### config.mk
export PLATFORM = sky130hd
export DESIGN_NAME = ucpd_rx_top
export DESIGN_NICKNAME = d
export VERILOG_FILES = /design/src/logic/ucpd_rx_pkg.sv /design/src/logic/ucpd_rx_buffer.sv /design/src/logic/ucpd_rx_data_decode.sv /design/src/logic/ucpd_rx_sop_detect.sv /design/src/logic/ucpd_rx_symbol_shifter.sv /design/src/logic/ucpd_rx_top.sv
export SDC_FILE = /design/constraint.sdc
export NUM_CORES = 1
export LEC_CHECK = 0
export BUFFER_PORTS_ARGS = -buffer_cell sky130_fd_sc_hd__buf_2
export CORE_ASPECT_RATIO = 0.75
export CORE_MARGIN = 5
export CORE_UTILIZATION = 43
export CTS_CLUSTER_SIZE = 20
export DETAILED_ROUTE_END_ITERATION = 7
export SYNTH_ARGS = -nofsm -noshare
export SYNTH_HDL_FRONTEND = slang
export SYNTH_SLANG_ARGS = --single-unit
export TNS_END_PERCENT = 100
### constraint.sdc
create_clock -name ucpd_clk -period 9.3 [get_ports ucpd_clk]
set_clock_uncertainty 0.1 [all_clocks]
set_input_delay 0.93 -clock ucpd_clk [delete_from_list [all_inputs] [get_ports ucpd_clk]]
set_output_delay 0.93 -clock ucpd_clk [all_outputs]
set_load 0.005 [all_outputs]
### src/logic/ucpd_rx_pkg.sv
// --------------------
// shared definitions for the usb pd receive path
// k-codes and data symbols hold the first received bit in bit 0
// --------------------
package ucpd_rx_pkg;

  // widths --------------------
  localparam int SYM_W       = 5;   // one line symbol
  localparam int NIB_W       = 4;   // decoded nibble
  localparam int BYTE_W      = 8;
  localparam int CNT_W       = 10;  // payload byte count
  localparam int SOP_KCODES  = 4;   // k-codes per ordered set
  localparam int ORDSET_EN_W = 6;   // enable bits, types 0 to 5

  // k-codes --------------------
  localparam logic [SYM_W-1:0] KSYNC1 = 5'b11000;
  localparam logic [SYM_W-1:0] KSYNC2 = 5'b10001;
  localparam logic [SYM_W-1:0] KSYNC3 = 5'b00110;
  localparam logic [SYM_W-1:0] KRST1  = 5'b00111;
  localparam logic [SYM_W-1:0] KRST2  = 5'b11001;
  localparam logic [SYM_W-1:0] KEOP   = 5'b01101;

  // ordered set type, order also sets match priority
  typedef enum logic [2:0] {
    os_sop        = 3'd0,
    os_sop_p      = 3'd1,
    os_sop_pp     = 3'd2,
    os_sop_p_dbg  = 3'd3,
    os_sop_pp_dbg = 3'd4,
    os_cable_rst  = 3'd5,
    os_hard_rst   = 3'd6,
    os_invalid    = 3'd7
  } ordset_e;

  // receive phase of the detector
  typedef enum logic [1:0] {
    ph_idle = 2'd0,   // waiting for rx_start
    ph_sop  = 2'd1,   // collecting k-codes
    ph_data = 2'd2    // payload until eop
  } rx_phase_e;

  // 4b5b data decode, anything outside the table gives zero
  function automatic logic [NIB_W-1:0] decode_4b5b(input logic [SYM_W-1:0] sym);
    logic [NIB_W-1:0] nib;
    nib = '0;
    case (sym)
      5'b11110: nib = 4'h0;
      5'b01001: nib = 4'h1;
      5'b10100: nib = 4'h2;
      5'b10101: nib = 4'h3;
      5'b01010: nib = 4'h4;
      5'b01011: nib = 4'h5;
      5'b01110: nib = 4'h6;
      5'b01111: nib = 4'h7;
      5'b10010: nib = 4'h8;
      5'b10011: nib = 4'h9;
      5'b10110: nib = 4'ha;
      5'b10111: nib = 4'hb;
      5'b11010: nib = 4'hc;
      5'b11011: nib = 4'hd;
      5'b11100: nib = 4'he;
      5'b11101: nib = 4'hf;
      default:  nib = 4'h0;   // k-codes and bad symbols
    endcase
    return nib;
  endfunction

endpackage

### src/logic/ucpd_rx_buffer.sv
// --------------------
// one-byte receive register seen by software
// no back-pressure, an unread byte is overwritten and flagged
// --------------------
`timescale 1ns/1ps

module ucpd_rx_buffer (
  input  logic                           ucpd_clk,
  input  logic                           ic_rst_n,
  input  logic                           rx_start,
  input  logic                           byte_vld,
  input  logic [ucpd_rx_pkg::BYTE_W-1:0] byte_val,
  input  logic                           eop,
  input  logic                           rxdr_rd,      // software read pulse
  output logic [ucpd_rx_pkg::BYTE_W-1:0] rx_byte,
  output logic                           rxne,         // not empty
  output logic                           rx_ovr,       // sticky until rx_start
  output logic                           msg_end,
  output logic [ucpd_rx_pkg::CNT_W-1:0]  rx_byte_cnt
);

  logic lost_byte;

  // byte arrives over one nobody has read
  assign lost_byte = byte_vld && rxne && !rxdr_rd;

  // data register
  always_ff @(posedge ucpd_clk or negedge ic_rst_n) begin
    if (!ic_rst_n) begin
      rx_byte <= '0;
    end else if (byte_vld) begin
      rx_byte <= byte_val;
    end
  end

  // flags --------------------
  always_ff @(posedge ucpd_clk or negedge ic_rst_n) begin
    if (!ic_rst_n) begin
      rxne    <= 1'b0;
      rx_ovr  <= 1'b0;
      msg_end <= 1'b0;
    end else begin
      msg_end <= eop;                  // end of message, one cycle late
      if (byte_vld) begin
        rxne <= 1'b1;                  // set beats a same-cycle read
      end else if (rxdr_rd) begin
        rxne <= 1'b0;
      end
      if (rx_start) begin
        rx_ovr <= 1'b0;
      end else if (lost_byte) begin
        rx_ovr <= 1'b1;
      end
    end
  end

  // payload size --------------------
  always_ff @(posedge ucpd_clk or negedge ic_rst_n) begin
    if (!ic_rst_n) begin
      rx_byte_cnt <= '0;
    end else if (rx_start) begin
      rx_byte_cnt <= '0;
    end else if (byte_vld) begin
      rx_byte_cnt <= rx_byte_cnt + 1'b1;
    end
  end

endmodule

### src/logic/ucpd_rx_data_decode.sv
// --------------------
// 4b5b payload decode, first symbol of a pair is the low nibble
// active only in the data phase, an unpaired nibble is lost at eop
// --------------------
`timescale 1ns/1ps

module ucpd_rx_data_decode (
  input  logic                           ucpd_clk,
  input  logic                           ic_rst_n,
  input  logic                           data_en,    // data phase level
  input  logic                           sym_vld,
  input  logic [ucpd_rx_pkg::SYM_W-1:0]  sym,
  output logic                           byte_vld,
  output logic [ucpd_rx_pkg::BYTE_W-1:0] byte_val,
  output logic                           eop
);

  logic [ucpd_rx_pkg::NIB_W-1:0] nib;      // decoded current symbol
  logic [ucpd_rx_pkg::NIB_W-1:0] lo_nib;   // held low half
  logic                          hi_pend;  // low nibble waits for partner
  logic                          sym_eop;
  logic                          sym_take;

  assign nib      = ucpd_rx_pkg::decode_4b5b(sym);
  assign sym_eop  = (sym == ucpd_rx_pkg::KEOP);
  assign sym_take = data_en && sym_vld;

  // pair control --------------------
  always_ff @(posedge ucpd_clk or negedge ic_rst_n) begin
    if (!ic_rst_n) begin
      hi_pend  <= 1'b0;
      byte_vld <= 1'b0;
      eop      <= 1'b0;
    end else begin
      byte_vld <= 1'b0;
      eop      <= 1'b0;
      if (!data_en) begin
        hi_pend <= 1'b0;               // idle outside data phase
      end else if (sym_vld) begin
        if (sym_eop) begin
          eop     <= 1'b1;
          hi_pend <= 1'b0;             // drop odd nibble
        end else if (hi_pend) begin
          byte_vld <= 1'b1;            // pair complete
          hi_pend  <= 1'b0;
        end else begin
          hi_pend <= 1'b1;
        end
      end
    end
  end

  // payload --------------------
  always_ff @(posedge ucpd_clk) begin
    if (sym_take && !sym_eop) begin
      if (hi_pend) begin
        byte_val <= {nib, lo_nib};     // second symbol is the high nibble
      end else begin
        lo_nib <= nib;
      end
    end
  end

endmodule

### src/logic/ucpd_rx_sop_detect.sv
// --------------------
// ordered set detect with the three-of-four k-code rule
// hard reset always flags
// disabled or invalid sets drop back to idle
// --------------------
`timescale 1ns/1ps

module ucpd_rx_sop_detect (
  input  logic                                ucpd_clk,
  input  logic                                ic_rst_n,
  input  logic                                rx_start,
  input  logic                                sym_vld,
  input  logic [ucpd_rx_pkg::SYM_W-1:0]       sym,
  input  logic                                eop,
  input  logic [ucpd_rx_pkg::ORDSET_EN_W-1:0] ordset_en,
  output logic                                data_en,
  output logic                                ordset_vld,
  output ucpd_rx_pkg::ordset_e                ordset_type,
  output logic [2:0]                          corrupt_idx,
  output logic                                hrst_det
);

  localparam int SETW = ucpd_rx_pkg::SOP_KCODES * ucpd_rx_pkg::SYM_W;

  ucpd_rx_pkg::rx_phase_e        phase;
  logic [1:0]                    sym_idx;                  // k-code position
  logic [ucpd_rx_pkg::SYM_W-1:0] kc [ucpd_rx_pkg::SOP_KCODES-1]; // first three k-codes
  logic [SETW-1:0]               cand;                     // k1 in low bits
  ucpd_rx_pkg::ordset_e          best_type;
  logic [2:0]                    best_idx;
  logic                          last_kc;
  logic                          en_hit;

  // k-code pattern per type with position 1 in the low bits
  function automatic logic [SETW-1:0] ordset_pat(input int t);
    logic [SETW-1:0] pat;
    case (t)
      0: pat = {ucpd_rx_pkg::KSYNC2, ucpd_rx_pkg::KSYNC1,
                ucpd_rx_pkg::KSYNC1, ucpd_rx_pkg::KSYNC1};
      1: pat = {ucpd_rx_pkg::KSYNC3, ucpd_rx_pkg::KSYNC3,
                ucpd_rx_pkg::KSYNC1, ucpd_rx_pkg::KSYNC1};
      2: pat = {ucpd_rx_pkg::KSYNC3, ucpd_rx_pkg::KSYNC1,
                ucpd_rx_pkg::KSYNC3, ucpd_rx_pkg::KSYNC1};
      3: pat = {ucpd_rx_pkg::KSYNC3, ucpd_rx_pkg::KRST2,
                ucpd_rx_pkg::KRST2, ucpd_rx_pkg::KSYNC1};
      4: pat = {ucpd_rx_pkg::KSYNC2, ucpd_rx_pkg::KSYNC3,
                ucpd_rx_pkg::KRST2, ucpd_rx_pkg::KSYNC1};
      5: pat = {ucpd_rx_pkg::KSYNC3, ucpd_rx_pkg::KRST1,
                ucpd_rx_pkg::KSYNC1, ucpd_rx_pkg::KRST1};
      default: pat = {ucpd_rx_pkg::KRST2, ucpd_rx_pkg::KRST1,
                      ucpd_rx_pkg::KRST1, ucpd_rx_pkg::KRST1};   // hard reset
    endcase
    return pat;
  endfunction

  assign cand    = {sym, kc[2], kc[1], kc[0]};   // fourth k-code straight from input
  assign last_kc = sym_vld && (sym_idx == 2'(ucpd_rx_pkg::SOP_KCODES - 1));
  assign data_en = (phase == ucpd_rx_pkg::ph_data);

  // classifier --------------------
  always_comb begin : classify
    logic [SETW-1:0] pat;
    logic [2:0]      hits;
    logic [2:0]      miss_pos;
    logic            found;
    best_type = ucpd_rx_pkg::os_invalid;
    best_idx  = 3'd7;                  // no type matched
    found     = 1'b0;
    for (int t = 0; t < 7; t++) begin
      pat      = ordset_pat(t);
      hits     = 3'd0;
      miss_pos = 3'd0;
      for (int p = 0; p < ucpd_rx_pkg::SOP_KCODES; p++) begin
        if (cand[p*ucpd_rx_pkg::SYM_W +: ucpd_rx_pkg::SYM_W] ==
            pat[p*ucpd_rx_pkg::SYM_W +: ucpd_rx_pkg::SYM_W]) begin
          hits = hits + 3'd1;
        end else begin
          miss_pos = 3'(p + 1);        // 1-based position
        end
      end
      if (!found && hits >= 3'd3) begin  // lowest type wins
        found     = 1'b1;
        best_type = ucpd_rx_pkg::ordset_e'(t);
        best_idx  = miss_pos;          // stays 0 when all four agree
      end
    end
  end

  // only types 0 to 5 have an enable bit
  assign en_hit = (int'(best_type) < ucpd_rx_pkg::ORDSET_EN_W) ? ordset_en[best_type] : 1'b0;

  // phase machine --------------------
  always_ff @(posedge ucpd_clk or negedge ic_rst_n) begin
    if (!ic_rst_n) begin
      phase       <= ucpd_rx_pkg::ph_idle;
      sym_idx     <= '0;
      ordset_vld  <= 1'b0;
      hrst_det    <= 1'b0;
      ordset_type <= ucpd_rx_pkg::os_sop;
      corrupt_idx <= '0;
    end else begin
      ordset_vld <= 1'b0;
      hrst_det   <= 1'b0;
      if (rx_start) begin
        phase   <= ucpd_rx_pkg::ph_sop;  // restart from any phase
        sym_idx <= '0;
      end else begin
        case (phase)
          ucpd_rx_pkg::ph_sop: begin
            if (last_kc) begin
              ordset_type <= best_type;
              corrupt_idx <= best_idx;
              if (best_type == ucpd_rx_pkg::os_hard_rst) begin
                hrst_det <= 1'b1;
                phase    <= ucpd_rx_pkg::ph_idle;
              end else if (en_hit) begin
                ordset_vld <= 1'b1;
                phase      <= ucpd_rx_pkg::ph_data;
              end else begin
                phase <= ucpd_rx_pkg::ph_idle; // invalid or masked
              end
            end else if (sym_vld) begin
              sym_idx <= sym_idx + 2'd1;
            end
          end
          ucpd_rx_pkg::ph_data: begin
            if (eop) phase <= ucpd_rx_pkg::ph_idle;
          end
          default: ;                       // idle waits for rx_start
        endcase
      end
    end
  end

  // k-code store
  always_ff @(posedge ucpd_clk) begin
    if (phase == ucpd_rx_pkg::ph_sop && sym_vld && !last_kc && !rx_start) begin
      kc[sym_idx] <= sym;
    end
  end

endmodule

### src/logic/ucpd_rx_symbol_shifter.sv
// --------------------
// packs strobed bmc bits into 5-bit symbols
// rx_start realigns the symbol boundary, the count wraps after that
// --------------------
`timescale 1ns/1ps

module ucpd_rx_symbol_shifter (
  input  logic                          ucpd_clk,
  input  logic                          ic_rst_n,
  input  logic                          rx_start,   // end of preamble
  input  logic                          rx_bit_vld, // one-cycle bit strobe
  input  logic                          rx_bit,
  output logic                          sym_vld,
  output logic [ucpd_rx_pkg::SYM_W-1:0] sym
);

  logic [ucpd_rx_pkg::SYM_W-1:0] shift_q;   // partial symbol
  logic [2:0]                    bit_cnt;   // bits taken so far
  logic [ucpd_rx_pkg::SYM_W-1:0] shift_nxt;
  logic                          last_bit;

  // new bit enters at the top, first bit drifts down to bit 0
  assign shift_nxt = {rx_bit, shift_q[ucpd_rx_pkg::SYM_W-1:1]};
  assign last_bit  = rx_bit_vld && (bit_cnt == 3'(ucpd_rx_pkg::SYM_W - 1));

  // bit counter --------------------
  always_ff @(posedge ucpd_clk or negedge ic_rst_n) begin
    if (!ic_rst_n) begin
      bit_cnt <= '0;
      sym_vld <= 1'b0;
    end else begin
      sym_vld <= 1'b0;
      if (rx_start) begin
        bit_cnt <= '0;                 // realign on start
      end else if (last_bit) begin
        bit_cnt <= '0;                 // wrap, next symbol follows
        sym_vld <= 1'b1;
      end else if (rx_bit_vld) begin
        bit_cnt <= bit_cnt + 3'd1;
      end
    end
  end

  // shift register and symbol output
  always_ff @(posedge ucpd_clk) begin
    if (rx_bit_vld) begin
      shift_q <= shift_nxt;
    end
    if (last_bit && !rx_start) begin
      sym <= shift_nxt;              // includes the fifth bit
    end
  end

endmodule

### src/logic/ucpd_rx_top.sv
// --------------------
// usb pd receive path, single ucpd_clk domain
// bits come in already bmc decoded, rx_start marks the end of preamble
// --------------------
`timescale 1ns/1ps

module ucpd_rx_top (
  input  logic                                ucpd_clk,
  input  logic                                ic_rst_n,
  input  logic                                rx_start,
  input  logic                                rx_bit_vld,
  input  logic                                rx_bit,
  input  logic [ucpd_rx_pkg::ORDSET_EN_W-1:0] ordset_en,
  input  logic                                rxdr_rd,
  output logic [ucpd_rx_pkg::BYTE_W-1:0]      rx_byte,
  output logic                                rxne,
  output logic                                rx_ovr,
  output logic                                msg_end,
  output logic [ucpd_rx_pkg::CNT_W-1:0]       rx_byte_cnt,
  output logic                                ordset_vld,
  output ucpd_rx_pkg::ordset_e                ordset_type,
  output logic [2:0]                          corrupt_idx,
  output logic                                hrst_det
);

  logic                           sym_vld;
  logic [ucpd_rx_pkg::SYM_W-1:0]  sym;
  logic                           data_en;   // detector in data phase
  logic                           eop;
  logic                           byte_vld;
  logic [ucpd_rx_pkg::BYTE_W-1:0] byte_val;

  // bits to symbols
  ucpd_rx_symbol_shifter shifter_i (
    .ucpd_clk   (ucpd_clk),
    .ic_rst_n   (ic_rst_n),
    .rx_start   (rx_start),
    .rx_bit_vld (rx_bit_vld),
    .rx_bit     (rx_bit),
    .sym_vld    (sym_vld),
    .sym        (sym)
  );

  // ordered set and phase tracking
  ucpd_rx_sop_detect sop_detect_i (
    .ucpd_clk    (ucpd_clk),
    .ic_rst_n    (ic_rst_n),
    .rx_start    (rx_start),
    .sym_vld     (sym_vld),
    .sym         (sym),
    .eop         (eop),
    .ordset_en   (ordset_en),
    .data_en     (data_en),
    .ordset_vld  (ordset_vld),
    .ordset_type (ordset_type),
    .corrupt_idx (corrupt_idx),
    .hrst_det    (hrst_det)
  );

  // payload symbols to bytes
  ucpd_rx_data_decode data_decode_i (
    .ucpd_clk (ucpd_clk),
    .ic_rst_n (ic_rst_n),
    .data_en  (data_en),
    .sym_vld  (sym_vld),
    .sym      (sym),
    .byte_vld (byte_vld),
    .byte_val (byte_val),
    .eop      (eop)
  );

  // software side
  ucpd_rx_buffer buffer_i (
    .ucpd_clk    (ucpd_clk),
    .ic_rst_n    (ic_rst_n),
    .rx_start    (rx_start),
    .byte_vld    (byte_vld),
    .byte_val    (byte_val),
    .eop         (eop),
    .rxdr_rd     (rxdr_rd),
    .rx_byte     (rx_byte),
    .rxne        (rxne),
    .rx_ovr      (rx_ovr),
    .msg_end     (msg_end),
    .rx_byte_cnt (rx_byte_cnt)
  );

endmodule

==> results of run 1 <==
-- power by group --
part	total (mW)	switching [mW]	internal [mW]
combinational	0.0124	0.00867	0.00368
sequential	0.372	0.00152	0.370
clock	0.329	0.126	0.203
total	0.713	0.136	0.577
-- sequential cells by signal, summed over array words and instances, names as in the netlist, 2 cells and up --
register,flops
sop_detect_i.corrupt_idx,3
shifter_i.shift_q,4
sop_detect_i.ordset_type,3
buffer_i.rx_byte,8
sop_detect_i.phase,2
sop_detect_i.sym_idx,2
data_decode_i.lo_nib,4
data_decode_i.byte_val,8
shifter_i.bit_cnt,3
sop_detect_i.kc,15
shifter_i.sym,5
data_decode_i.nib,4
buffer_i.rx_byte_cnt,10
-- worst reg2reg max path: cells and delay by family, from the launching register on --
kind	cells	cell delay, ns
AOI/OAI and AO/OA	4	0.69
DFF	1	0.41
and+or+nand+nor	6	1.46
buffers and inverters	1	0.22
xor gates and xnor gates	1	0.23
adders and majority gates	2	0.77
-- layer usage --
| layer | routed length, um | part of all wire, % |
|---|---|---|
| met4 | 71 | 0.68 |
| met3 | 625 | 6.0 |
| met5 | 0 | 0 |
| met2 | 4360 | 42 |
| met1 | 5350 | 51 |
-- final cells by class --
class | count | area, um^2 | share of cell area (%)
Timing Repair Buffer | 40 | 200 | 3.73
Inverter | 22 | 82.6 | 1.54
Multi-Input combinational cell | 332 | 2460 | 45.9
Clock buffer | 13 | 272 | 5.06
Clock inverter | 3 | 15.0 | 0.280
Tap cell | 140 | 175 | 3.26
Sequential cell | 80 | 2160 | 40.3
-- cell usage in the layout (no fill, tap or decap), types with 3 or more instances in the layout --
cell type  instances
nand4_1            4
mux2_2             9
nand4b_1           5
o21ai_0           25
dfrtp_1           40
a31oi_1           10
o31ai_1            3
buf_2             40
nand2_4            3
xor2_1             6
o211ai_1           4
o21ai_1            6
xnor2_1            9
and3_1             5
clkbuf_16         10
nand2_1           45
nor2_1            36
inv_1             21
dfxtp_1            4
edfxtp_1          36
a21oi_1           11
and2_1             5
clkinv_2           3
nor3b_1            4
or3_1              4
a211oi_1           3
nand3_1            8
ha_1              34
mux2i_1           11
nor3_1             9
nand2b_1           8
nor2b_1            6
nand3b_1           6
a32oi_1            3
-- logic make-up (layout without fill, tap and decap cells) --
logic type	after synthesis	after routing	synth area share, %
AND/OR/NAND/NOR	165	165	20.2
AO/OA/AOI/OAI	98	98	15.5
flip-flops	80	80	45.5
adder cells (fa/ha/maj)	34	34	8.95
buffers and inverters	31	78	2.66
multiplexers	20	20	4.45
XOR/XNOR	15	15	2.77
-- per-stage QoR --
| stage | util (%) | worst slack, ns | hold WS (ns) |
|---|---|---|---|
| 2_1_floorplan | - | 5.80 | 0.255 |
| 3_3_place_gp | 46.8 | 5.51 | 0.266 |
| 3_5_place_dp | 46.8 | 5.39 | 0.263 |
| 4_1_cts | 49.4 | 5.37 | 0.276 |
| 5_1_grt | 49.4 | 5.04 | 0.285 |
| 6_report | 49.4 | 5.32 | 0.276 |
-- synth_stat cells (5+ instances only) --
| cell | count | area (um^2) |
|---|---|---|
| nor2_1 | 36 | 135 |
| xor2_1 | 6 | 52.6 |
| nand4b_1 | 5 | 43.8 |
| o21ai_1 | 6 | 30.0 |
| xnor2_1 | 9 | 78.8 |
| nor2b_1 | 6 | 37.5 |
| dfrtp_1 | 40 | 1000 |
| mux2_2 | 9 | 101 |
| nor3_1 | 9 | 45.0 |
| edfxtp_1 | 36 | 1080 |
| nand2_1 | 45 | 169 |
| a21oi_1 | 11 | 55.1 |
| ha_1 | 34 | 425 |
| mux2i_1 | 11 | 110 |
| o21ai_0 | 25 | 125 |
| nand3b_1 | 6 | 45.0 |
| a31oi_1 | 10 | 62.6 |
| and3_1 | 5 | 31.3 |
| inv_1 | 21 | 78.8 |
| and2_1 | 5 | 31.3 |
| nand3_1 | 8 | 40.0 |
| nand2b_1 | 8 | 50.1 |
-- worst paths after layout --
| check | start | to | slack, ns | cells after the start |
|---|---|---|---|---|
| worst max-delay path | sop_detect_i.kc[1][1] | sop_detect_i.corrupt_idx[2] | 5.32 | 14 |
| worst min-delay path | data_decode_i.eop | buffer_i.msg_end | 0.28 | 0 |
| worst max register to register | sop_detect_i.kc[1][1] | sop_detect_i.corrupt_idx[2] | 5.32 | 14 |
| worst min register to register | data_decode_i.eop | buffer_i.msg_end | 0.28 | 0 |
| max in group asynchronous | ic_rst_n | buffer_i.rx_byte[2] | 7.89 | 1 |
| min in group asynchronous | ic_rst_n | buffer_i.rx_byte[3] | 0.64 | 1 |
==> metrics.md, run 1 <==
| Metric | Value |
|---|---|
| GR Util met1 | `a little under a quarter` |
| Setup bufs post-CTS | `0` |
| GPL Wtd Cong | `0.909` |
| Leak | `2.37 nW` |
| Slew HR | `23.3%` |
| Placement Cell Area | `5080 um^2` |
| CTS H-tree lvls | `3` |
| Vias in the first global route | `3374` |
| Worst Path Required | `9.41 ns` |
| Clock buffer depth | `2` |
| Die area | `13300 um^2` |
| CTS tree | `done` |
| First-pass iteration count of the detailed router | `4` |
| Critical-path maximum fanout | `14` |
| WL final | `10400 um` |
| CP endpoint kind | `flop` |
| Cells after DPL | `614` |
| Initial antenna violation count | `0` |
| Buf/Inv on CP | `1` |
| Critical path cell sequence | `nor3_1 -> nand2b_1 -> inv_1 -> ha_1 -> xnor2_1 -> ha_1 -> nand4b_1 -> nor3_1 -> a311oi_4 -> a21oi_4 -> nand2_4 -> nor4_4 -> a221o_1 -> o21ai_1` |
| Worst slew pin tran | `1.15 ns` |
| Period Utilization, post-route | `42.8%` |
| Post-synth EDFFs | `36` |
| Post-Syn Instances | `approximately 440` |
| Layout Nets | `531` |
| Final setup fails | `0` |
| Largest net degree at the start of global routing | `41` |
| Min Tclk post-route | `3.98 ns` |
| GR peak layer | `met2` |
| I/O pin total | `41` |
| CTS Buf Count | `9` |
| Initial Util | `43.7%` |
| Row cnt | `33` |
| Overflow after GRT | `0` |
| Top delay family on crit path | `simple AND/OR/NAND/NOR gates` |
| CP arrival | `4.09 ns` |
| Setup crit start kind | `flop` |
| Syn avg cell area | `about 11 um^2` |
| # port buffers | `40` |
| Hold buffer count at CTS | `0` |
| DR vias/cell | `5.55` |
| Synthesized area | `approximately 4800 um^2` |
| Unrepaired setup endpoints after global routing | `no` |
| Synthesized net count | `between 400 and 500` |
| Routing usage on met3 | `4.09%` |
| Peak supply drop | `0.0000923 V` |
| DR iter-0 viols | `180` |
| CP max stage delay | `0.47 ns` |
| Max Transition Viols Final | `0` |
| Synthesis Warnings | `0` |
| Design Area, Final | `5370 um^2` |
| Pwr per Cell Area | `133 nW/um^2` |
| Overall Global Routing Usage | `roughly 16%` |
| Final Non-Filler Cells | `630` |
| Root Driver | `clkbuf_16` |
| Outcome | `complete, no violations` |
| Synth cell types | `80` |
| Clk slew on worst S/H paths | `0.06 ns` |
| Post-synthesis async set-or-reset flop share | `roughly half` |
| Met2 GRT Util | `23.6%` |
| Vias | `3494` |
| Fillers | `959` |
| First-pass GRT wire length | `17100 um` |
| Top FF cell, synth | `dfrtp_1` |
| Crit Path Category | `reg -> reg` |
| Max frequency | `0.251 GHz` |
| Final Power | `between 0.7 and 0.8 mW` |
| Die W | `between 100 and 150 um` |
| Die H | `roughly 100 um` |
| Sequential share of the synthesized area | `45.5%` |
| Max-cap check violation count | `0` |
| Flops & latches, synth | `80` |
| Post-CTS Resized | `0` |
| DR WL/cell | `16.5 um` |
| # diodes | `0` |
| Clk_lat worst skew | `0.32 ns` |
| DR DRC count | `0` |
| HPWL after detailed placement | `between 7000 and 8000 um` |
| Core area | `10900 um^2` |
| Layout cell share with drive strength beyond 1 | `19.0%` |
| Syn-to-layout area delta | `13.0%` |
| Final Hold Viols | `0` |
| Clock Sinks | `80` |
| Hold WC Path Type | `reg -> reg` |
| Worst path slowest cell | `ha_1` |
| Antenna viol nets, final | `0` |
| Final setup TNS | `0 ns` |
(Power assumes the default switching activity.)
==> run 2, diff against run 1 <==
clock period = 4.1 ns   (was 9.3 ns; I/O delays follow)
==> run 2 against run 1 <==
Effect of this change: sequential power increased by 130%; fmax increased by 7.8%; non-clock buffer count increased by 4; critical path type unchanged; core utilization increased by 0.43 points; clock power increased by 140%; largest power group unchanged; via count decreased by 0.37%.
==> metrics.md, run 2 (synthesized netlist as in run 1, its figures left out) <==
| Metric | Value |
|---|---|
| Outcome | `complete, no violations (unchanged)` |
| RR Endpoint | `sop_detect_i.corrupt_idx[0] (was sop_detect_i.corrupt_idx[2])` |
| CP arrival | `3.87 ns (was 4.09 ns)` |
| Syn-to-layout area delta | `14.0% (was 13.0%)` |
| Slew HR | `24.7% (was 23.3%)` |
| Worst Path Required | `4.27 ns (was 9.41 ns)` |
| Crit Path Category | `reg -> reg (unchanged)` |
| Worst slew pin tran | `1.13 ns (was 1.15 ns)` |
| WL final | `10400 um (about the same)` |
| Cells after DPL | `618 (was 614)` |
| Largest regs | `sop_detect_i.kc x15, buffer_i.rx_byte_cnt x10 (unchanged)` |
| # diodes | `0 (unchanged)` |
| Vias | `3481 (was 3494)` |
| Antenna viol nets, final | `0 (unchanged)` |
| Layout Nets | `535 (was 531)` |
| Clock Sinks | `80 (unchanged)` |
| Largest net degree at the start of global routing | `41 (unchanged)` |
| First-pass GRT wire length | `17900 um (was 17100 um)` |
| Post-CTS Resized | `0 (unchanged)` |
| DR iter-0 viols | `204 (was 180)` |
| Max frequency | `0.271 GHz (was 0.251 GHz)` |
| GPL Wtd Cong | `0.907 (was 0.909)` |
| Initial antenna violation count | `0 (unchanged)` |
| Initial Util | `43.7% (unchanged)` |
| Largest register FFs | `15 (unchanged)` |
| Reg with most FFs | `sop_detect_i.kc (unchanged)` |
| Max Transition Viols Final | `0 (unchanged)` |
| CTS H-tree lvls | `3 (unchanged)` |
| Min Tclk post-route | `3.70 ns (was 3.98 ns)` |
| CTS Buf Count | `9 (unchanged)` |
| CP endpoint kind | `flop (unchanged)` |
| Overflow after GRT | `0 (unchanged)` |
| Hold buffer count at CTS | `0 (unchanged)` |
| Die area | `13300 um^2 (unchanged)` |
| Worst setup margin | `0.404 ns (was 5.32 ns)` |
| Overall Global Routing Usage | `16.6% (was 15.8%)` |
| Most frequent cells in the layout | `nand2_1, dfrtp_1, buf_2 (unchanged)` |
| Final setup TNS | `0 ns (unchanged)` |
| Critical-path maximum fanout | `9 (was 14)` |
| # port buffers | `40 (unchanged)` |
| First-pass iteration count of the detailed router | `5 (was 4)` |
| I/O pin total | `41 (unchanged)` |
| Die W | `131 um (unchanged)` |
| Root Driver | `clkbuf_16 (unchanged)` |
| Pre-CTS WS | `0.436 ns (was 5.39 ns)` |
| Final setup fails | `0 (unchanged)` |
| Row cnt | `33 (unchanged)` |
| Clk slew on worst S/H paths | `0.06 ns (about the same)` |
| CTS tree | `done (unchanged)` |
| Critical R2R Launch | `sop_detect_i.kc[1][1] (unchanged)` |
| Core area | `10900 um^2 (unchanged)` |
| Commonest non-fill, non-tap cell in the layout | `nand2_1 (unchanged)` |
| Peak supply drop | `0.000241 V (was 0.0000923 V)` |
| Period Utilization, post-route | `90.1% (was 42.8%)` |
| Clk_lat worst skew | `0.33 ns (was 0.32 ns)` |
| DR vias/cell | `5.49 (was 5.55)` |
| Final Hold Viols | `0 (unchanged)` |
| Leak | `2.39 nW (was 2.37 nW)` |
| Final Non-Filler Cells | `634 (was 630)` |
| Clock buffer depth | `2 (unchanged)` |
| HPWL after detailed placement | `7810 um (was 7700 um)` |
| R2r setup slk | `0.40 ns (was 5.32 ns)` |
| Die H | `101 um (unchanged)` |
| Layout cell share with drive strength beyond 1 | `20.0% (was 19.0%)` |
| Vias in the first global route | `3486 (was 3374)` |
| DR WL/cell | `16.4 um (was 16.5 um)` |
| Unrepaired setup endpoints after global routing | `no (unchanged)` |
| Worst reg2reg path depth | `13 (was 14)` |
| DR DRC count | `0 (unchanged)` |
| Setup bufs post-CTS | `0 (unchanged)` |
| Setup crit start kind | `flop (unchanged)` |
| Pwr per Cell Area | `308 nW/um^2 (was 133 nW/um^2)` |
| Hold WC Path Type | `in -> async (was reg -> reg)` |
| Max-cap check violation count | `0 (unchanged)` |
## run 2: cell type report
cell class	count	area, um^2
Clock buffer	9	225
Clock inverter	7	77.6
Fill cell	958	5440
Inverter	22	82.6
Multi-Input combinational cell	332	2460
Sequential cell	80	2160
Tap cell	140	175
Timing Repair Buffer	44	230
## run 2: worst max-delay path, stage by stage (launching register included)
cell	delay (ns)
edfxtp_1	0.41
nor3_1	0.27
nand2b_1	0.19
inv_1	0.20
ha_1	0.33
xnor2_1	0.16
ha_1	0.29
nand4b_1	0.17
nor3_1	0.27
a311oi_4	0.11
a21oi_4	0.29
nand2_4	0.13
a2111oi_0	0.52
o31a_1	0.21
## run 2: worst max path at each step
| stage | startpoint | end | slack (ns) | depth (start not counted) |
|---|---|---|---|---|
| after global routing | sop_detect_i.kc[1][1] | sop_detect_i.corrupt_idx[1] | 0.03 | 15 |
| final | sop_detect_i.kc[1][1] | sop_detect_i.corrupt_idx[0] | 0.40 | 13 |
| after CTS | sop_detect_i.kc[1][1] | sop_detect_i.corrupt_idx[1] | 0.41 | 14 |
| after floorplan | sop_detect_i.kc[1][1] | sop_detect_i.corrupt_idx[2] | 0.60 | 15 |
| after global placement | sop_detect_i.kc[1][1] | sop_detect_i.corrupt_idx[2] | 0.51 | 14 |
| after detailed placement | sop_detect_i.kc[1][1] | sop_detect_i.corrupt_idx[1] | 0.44 | 14 |
## run 2: power breakdown
part	internal (mW)	total (mW)	switching [mW]
sequential	0.839	0.843	0.00350
clock	0.477	0.799	0.322
combinational	0.00833	0.0274	0.0190
## run 2: stage by stage
step | cell area (um^2) | hold slack [ns] | util, % | total power, mW
final | 5420 | 0.101 | 49.9 | 1.67
after detailed placement | 5110 | 0.265 | 47.1 | 0.887
after global placement | 5110 | 0.266 | 47.1 | 0.886
after global routing | 5420 | 0.186 | 49.9 | 1.74
after floorplan | 4750 | 0.0144 | - | 0.868
after CTS | 5420 | 0.138 | 49.9 | 1.69
## run 2: metal layers
| metal | wire, um | vias to the layer above | track usage [%] |
|---|---|---|---|
| met3 | 562 | 11 | 4.59 |
| met5 | 0 | - | 0 |
| met1 | 5360 | 1664 | 24.0 |
| li1 | - | 1726 | - |
| met2 | 4400 | 80 | 24.3 |
| met4 | 102 | 0 | 4.90 |
==> run 3, diff against run 2 <==
REMOVE_ABC_BUFFERS = 1   (was not set)
==> run 3 against run 2 <==
Effect of this change: critical path depth is 1 higher; clock-buffer cell count is 3 higher; flip-flop and latch count is the same; via count increased by 1.5%; total power grew 0.92%; highest routed layer unchanged.
==> metrics.md, run 3 (synthesized netlist as in run 1, its figures left out) <==
| Metric | Value |
|---|---|
| Unrepaired setup endpoints after global routing | `no (unchanged)` |
| Peak supply drop | `0.000294 V (was 0.000241 V)` |
| DR iter-0 viols | `225 (was 204)` |
| Die H | `101 um (unchanged)` |
| Fillers | `963 (was 958)` |
| Placement Cell Area | `5110 um^2 (unchanged)` |
| Vias in the first global route | `3386 (was 3486)` |
| Reg with most FFs | `sop_detect_i.kc (unchanged)` |
| Leak | `2.39 nW (about the same)` |
| CP endpoint kind | `flop (unchanged)` |
| Worst reg2reg path depth | `14 (was 13)` |
| CTS tree | `done (unchanged)` |
| First-pass GRT wire length | `17400 um (was 17900 um)` |
| CP arrival | `3.91 ns (was 3.87 ns)` |
| Final Hold Viols | `0 (unchanged)` |
| Largest register FFs | `15 (unchanged)` |
| CTS H-tree lvls | `3 (unchanged)` |
| Crit Path Category | `reg -> reg (unchanged)` |
| Layout Nets | `535 (unchanged)` |
| Final setup TNS | `0 ns (unchanged)` |
| Syn-to-layout area delta | `14.0% (about the same)` |
| Row cnt | `33 (unchanged)` |
| HPWL after detailed placement | `7780 um (was 7810 um)` |
| Root Driver | `clkbuf_16 (unchanged)` |
| Most frequent cells in the layout | `nand2_1, dfrtp_1, buf_2 (unchanged)` |
| Largest regs | `sop_detect_i.kc x15, buffer_i.rx_byte_cnt x10 (unchanged)` |
| Largest net degree at the start of global routing | `41 (unchanged)` |
| Core area | `10900 um^2 (unchanged)` |
| DR vias/cell | `5.57 (was 5.49)` |
| Max frequency | `0.263 GHz (was 0.271 GHz)` |
| Pwr per Cell Area | `311 nW/um^2 (was 308 nW/um^2)` |
| Design Area, Final | `5420 um^2 (about the same)` |
| Finished Core Util | `49.9% (about the same)` |
| Commonest non-fill, non-tap cell in the layout | `nand2_1 (unchanged)` |
| Die area | `13300 um^2 (unchanged)` |
| Layout cell share with drive strength beyond 1 | `19.2% (was 20.0%)` |
| Overflow after GRT | `0 (unchanged)` |
| Clock buffer depth | `2 (unchanged)` |
| Clk slew on worst S/H paths | `0.06 ns (about the same)` |
| Post-CTS Resized | `0 (unchanged)` |
| Worst slew pin tran | `1.06 ns (was 1.13 ns)` |
| Initial antenna violation count | `0 (unchanged)` |
| Initial Util | `43.7% (unchanged)` |
| GPL Wtd Cong | `0.899 (was 0.907)` |
| Critical-path maximum fanout | `9 (unchanged)` |
| Min Tclk post-route | `3.80 ns (was 3.70 ns)` |
| Antenna viol nets, final | `0 (unchanged)` |
| DR WL/cell | `16.5 um (was 16.4 um)` |
| Setup crit start kind | `flop (unchanged)` |
| Outcome | `complete, no violations (unchanged)` |
| First-pass iteration count of the detailed router | `5 (unchanged)` |
| CTS Buf Count | `9 (unchanged)` |
| # port buffers | `40 (unchanged)` |
| Hold WC Path Type | `in -> async (unchanged)` |
| Cells after DPL | `618 (unchanged)` |
| Worst Path Required | `4.22 ns (was 4.27 ns)` |
| Hold buffer count at CTS | `0 (unchanged)` |
| Overall Global Routing Usage | `16.2% (was 16.6%)` |
| Slew HR | `29.3% (was 24.7%)` |
| Clk_lat worst skew | `0.33 ns (about the same)` |
| Vias | `3533 (was 3481)` |
| # diodes | `0 (unchanged)` |
| Period Utilization, post-route | `92.6% (was 90.1%)` |
| Clock Sinks | `80 (unchanged)` |
| WL final | `10400 um (about the same)` |
| Final Non-Filler Cells | `634 (unchanged)` |
| Hold slack | `0.106 ns (was 0.101 ns)` |
| Max Transition Viols Final | `0 (unchanged)` |
| I/O pin total | `41 (unchanged)` |
| Final setup fails | `0 (unchanged)` |
| Setup bufs post-CTS | `0 (unchanged)` |
| DR DRC count | `0 (unchanged)` |
| Max-cap check violation count | `0 (unchanged)` |
| Die W | `131 um (unchanged)` |
[run 3: stage by stage]
step / total power, mW / worst slack (ns)
floorplan: 0.865 / 0.597
global placement: 0.886 / 0.441
detailed placement: 0.886 / 0.307
CTS: 1.72 / 0.299
global route: 1.75 / 0.00288
finish: 1.68 / 0.303
[run 3: power breakdown]
part / switching (mW) / leakage (nW) / internal [mW]
combinational: 0.0186 / 1.33 / 0.00825
sequential: 0.00335 / 0.914 / 0.840
clock: 0.285 / 0.148 / 0.530
[run 3: worst paths after layout]
| check | slack (ns) | start | to |
|---|---|---|---|
| min in group ucpd_clk | 0.21 | rx_bit | shifter_i.sym[4] |
| worst min register to register | 0.29 | data_decode_i.eop | buffer_i.msg_end |
| worst min-delay path | 0.11 | ic_rst_n | buffer_i.rx_byte[3] |
| max in group asynchronous | 3.24 | ic_rst_n | buffer_i.rx_byte_cnt[3] |
| worst max-delay path | 0.30 | sop_detect_i.kc[1][1] | sop_detect_i.corrupt_idx[0] |
| worst max register to register | 0.30 | sop_detect_i.kc[1][1] | sop_detect_i.corrupt_idx[0] |
[run 3: layout make-up]
cell class | count | area, um^2 | share of cell area (%)
sequential | 80 | 2160 | 39.9
multi-input combinational | 332 | 2460 | 45.5
inverter | 22 | 82.6 | 1.52
clock buffer | 12 | 236 | 4.36
clock inverter | 4 | 68.8 | 1.27
tap | 140 | 175 | 3.23
timing repair buffer | 44 | 230 | 4.25
[run 3: critical path: stages (launching register included)]
cell	delay, ns
edfxtp_1	0.40
nor3_1	0.26
nand2b_1	0.20
inv_1	0.21
ha_1	0.38
xnor2_1	0.18
ha_1	0.29
nand4b_1	0.17
nor3_1	0.28
a311oi_4	0.11
a21oi_4	0.28
nand2_4	0.13
nor4_4	0.41
a31oi_1	0.15
o31a_1	0.14
[run 3: routing by layer]
layer  vias up  share of wire (%)  GRT usage [%]
li1       1727                  -              -
met1      1701                 50           24.5
met2        94                 43           23.2
met3        11                6.5           3.99
met4         0               0.85           4.11
met5         -                  0              0
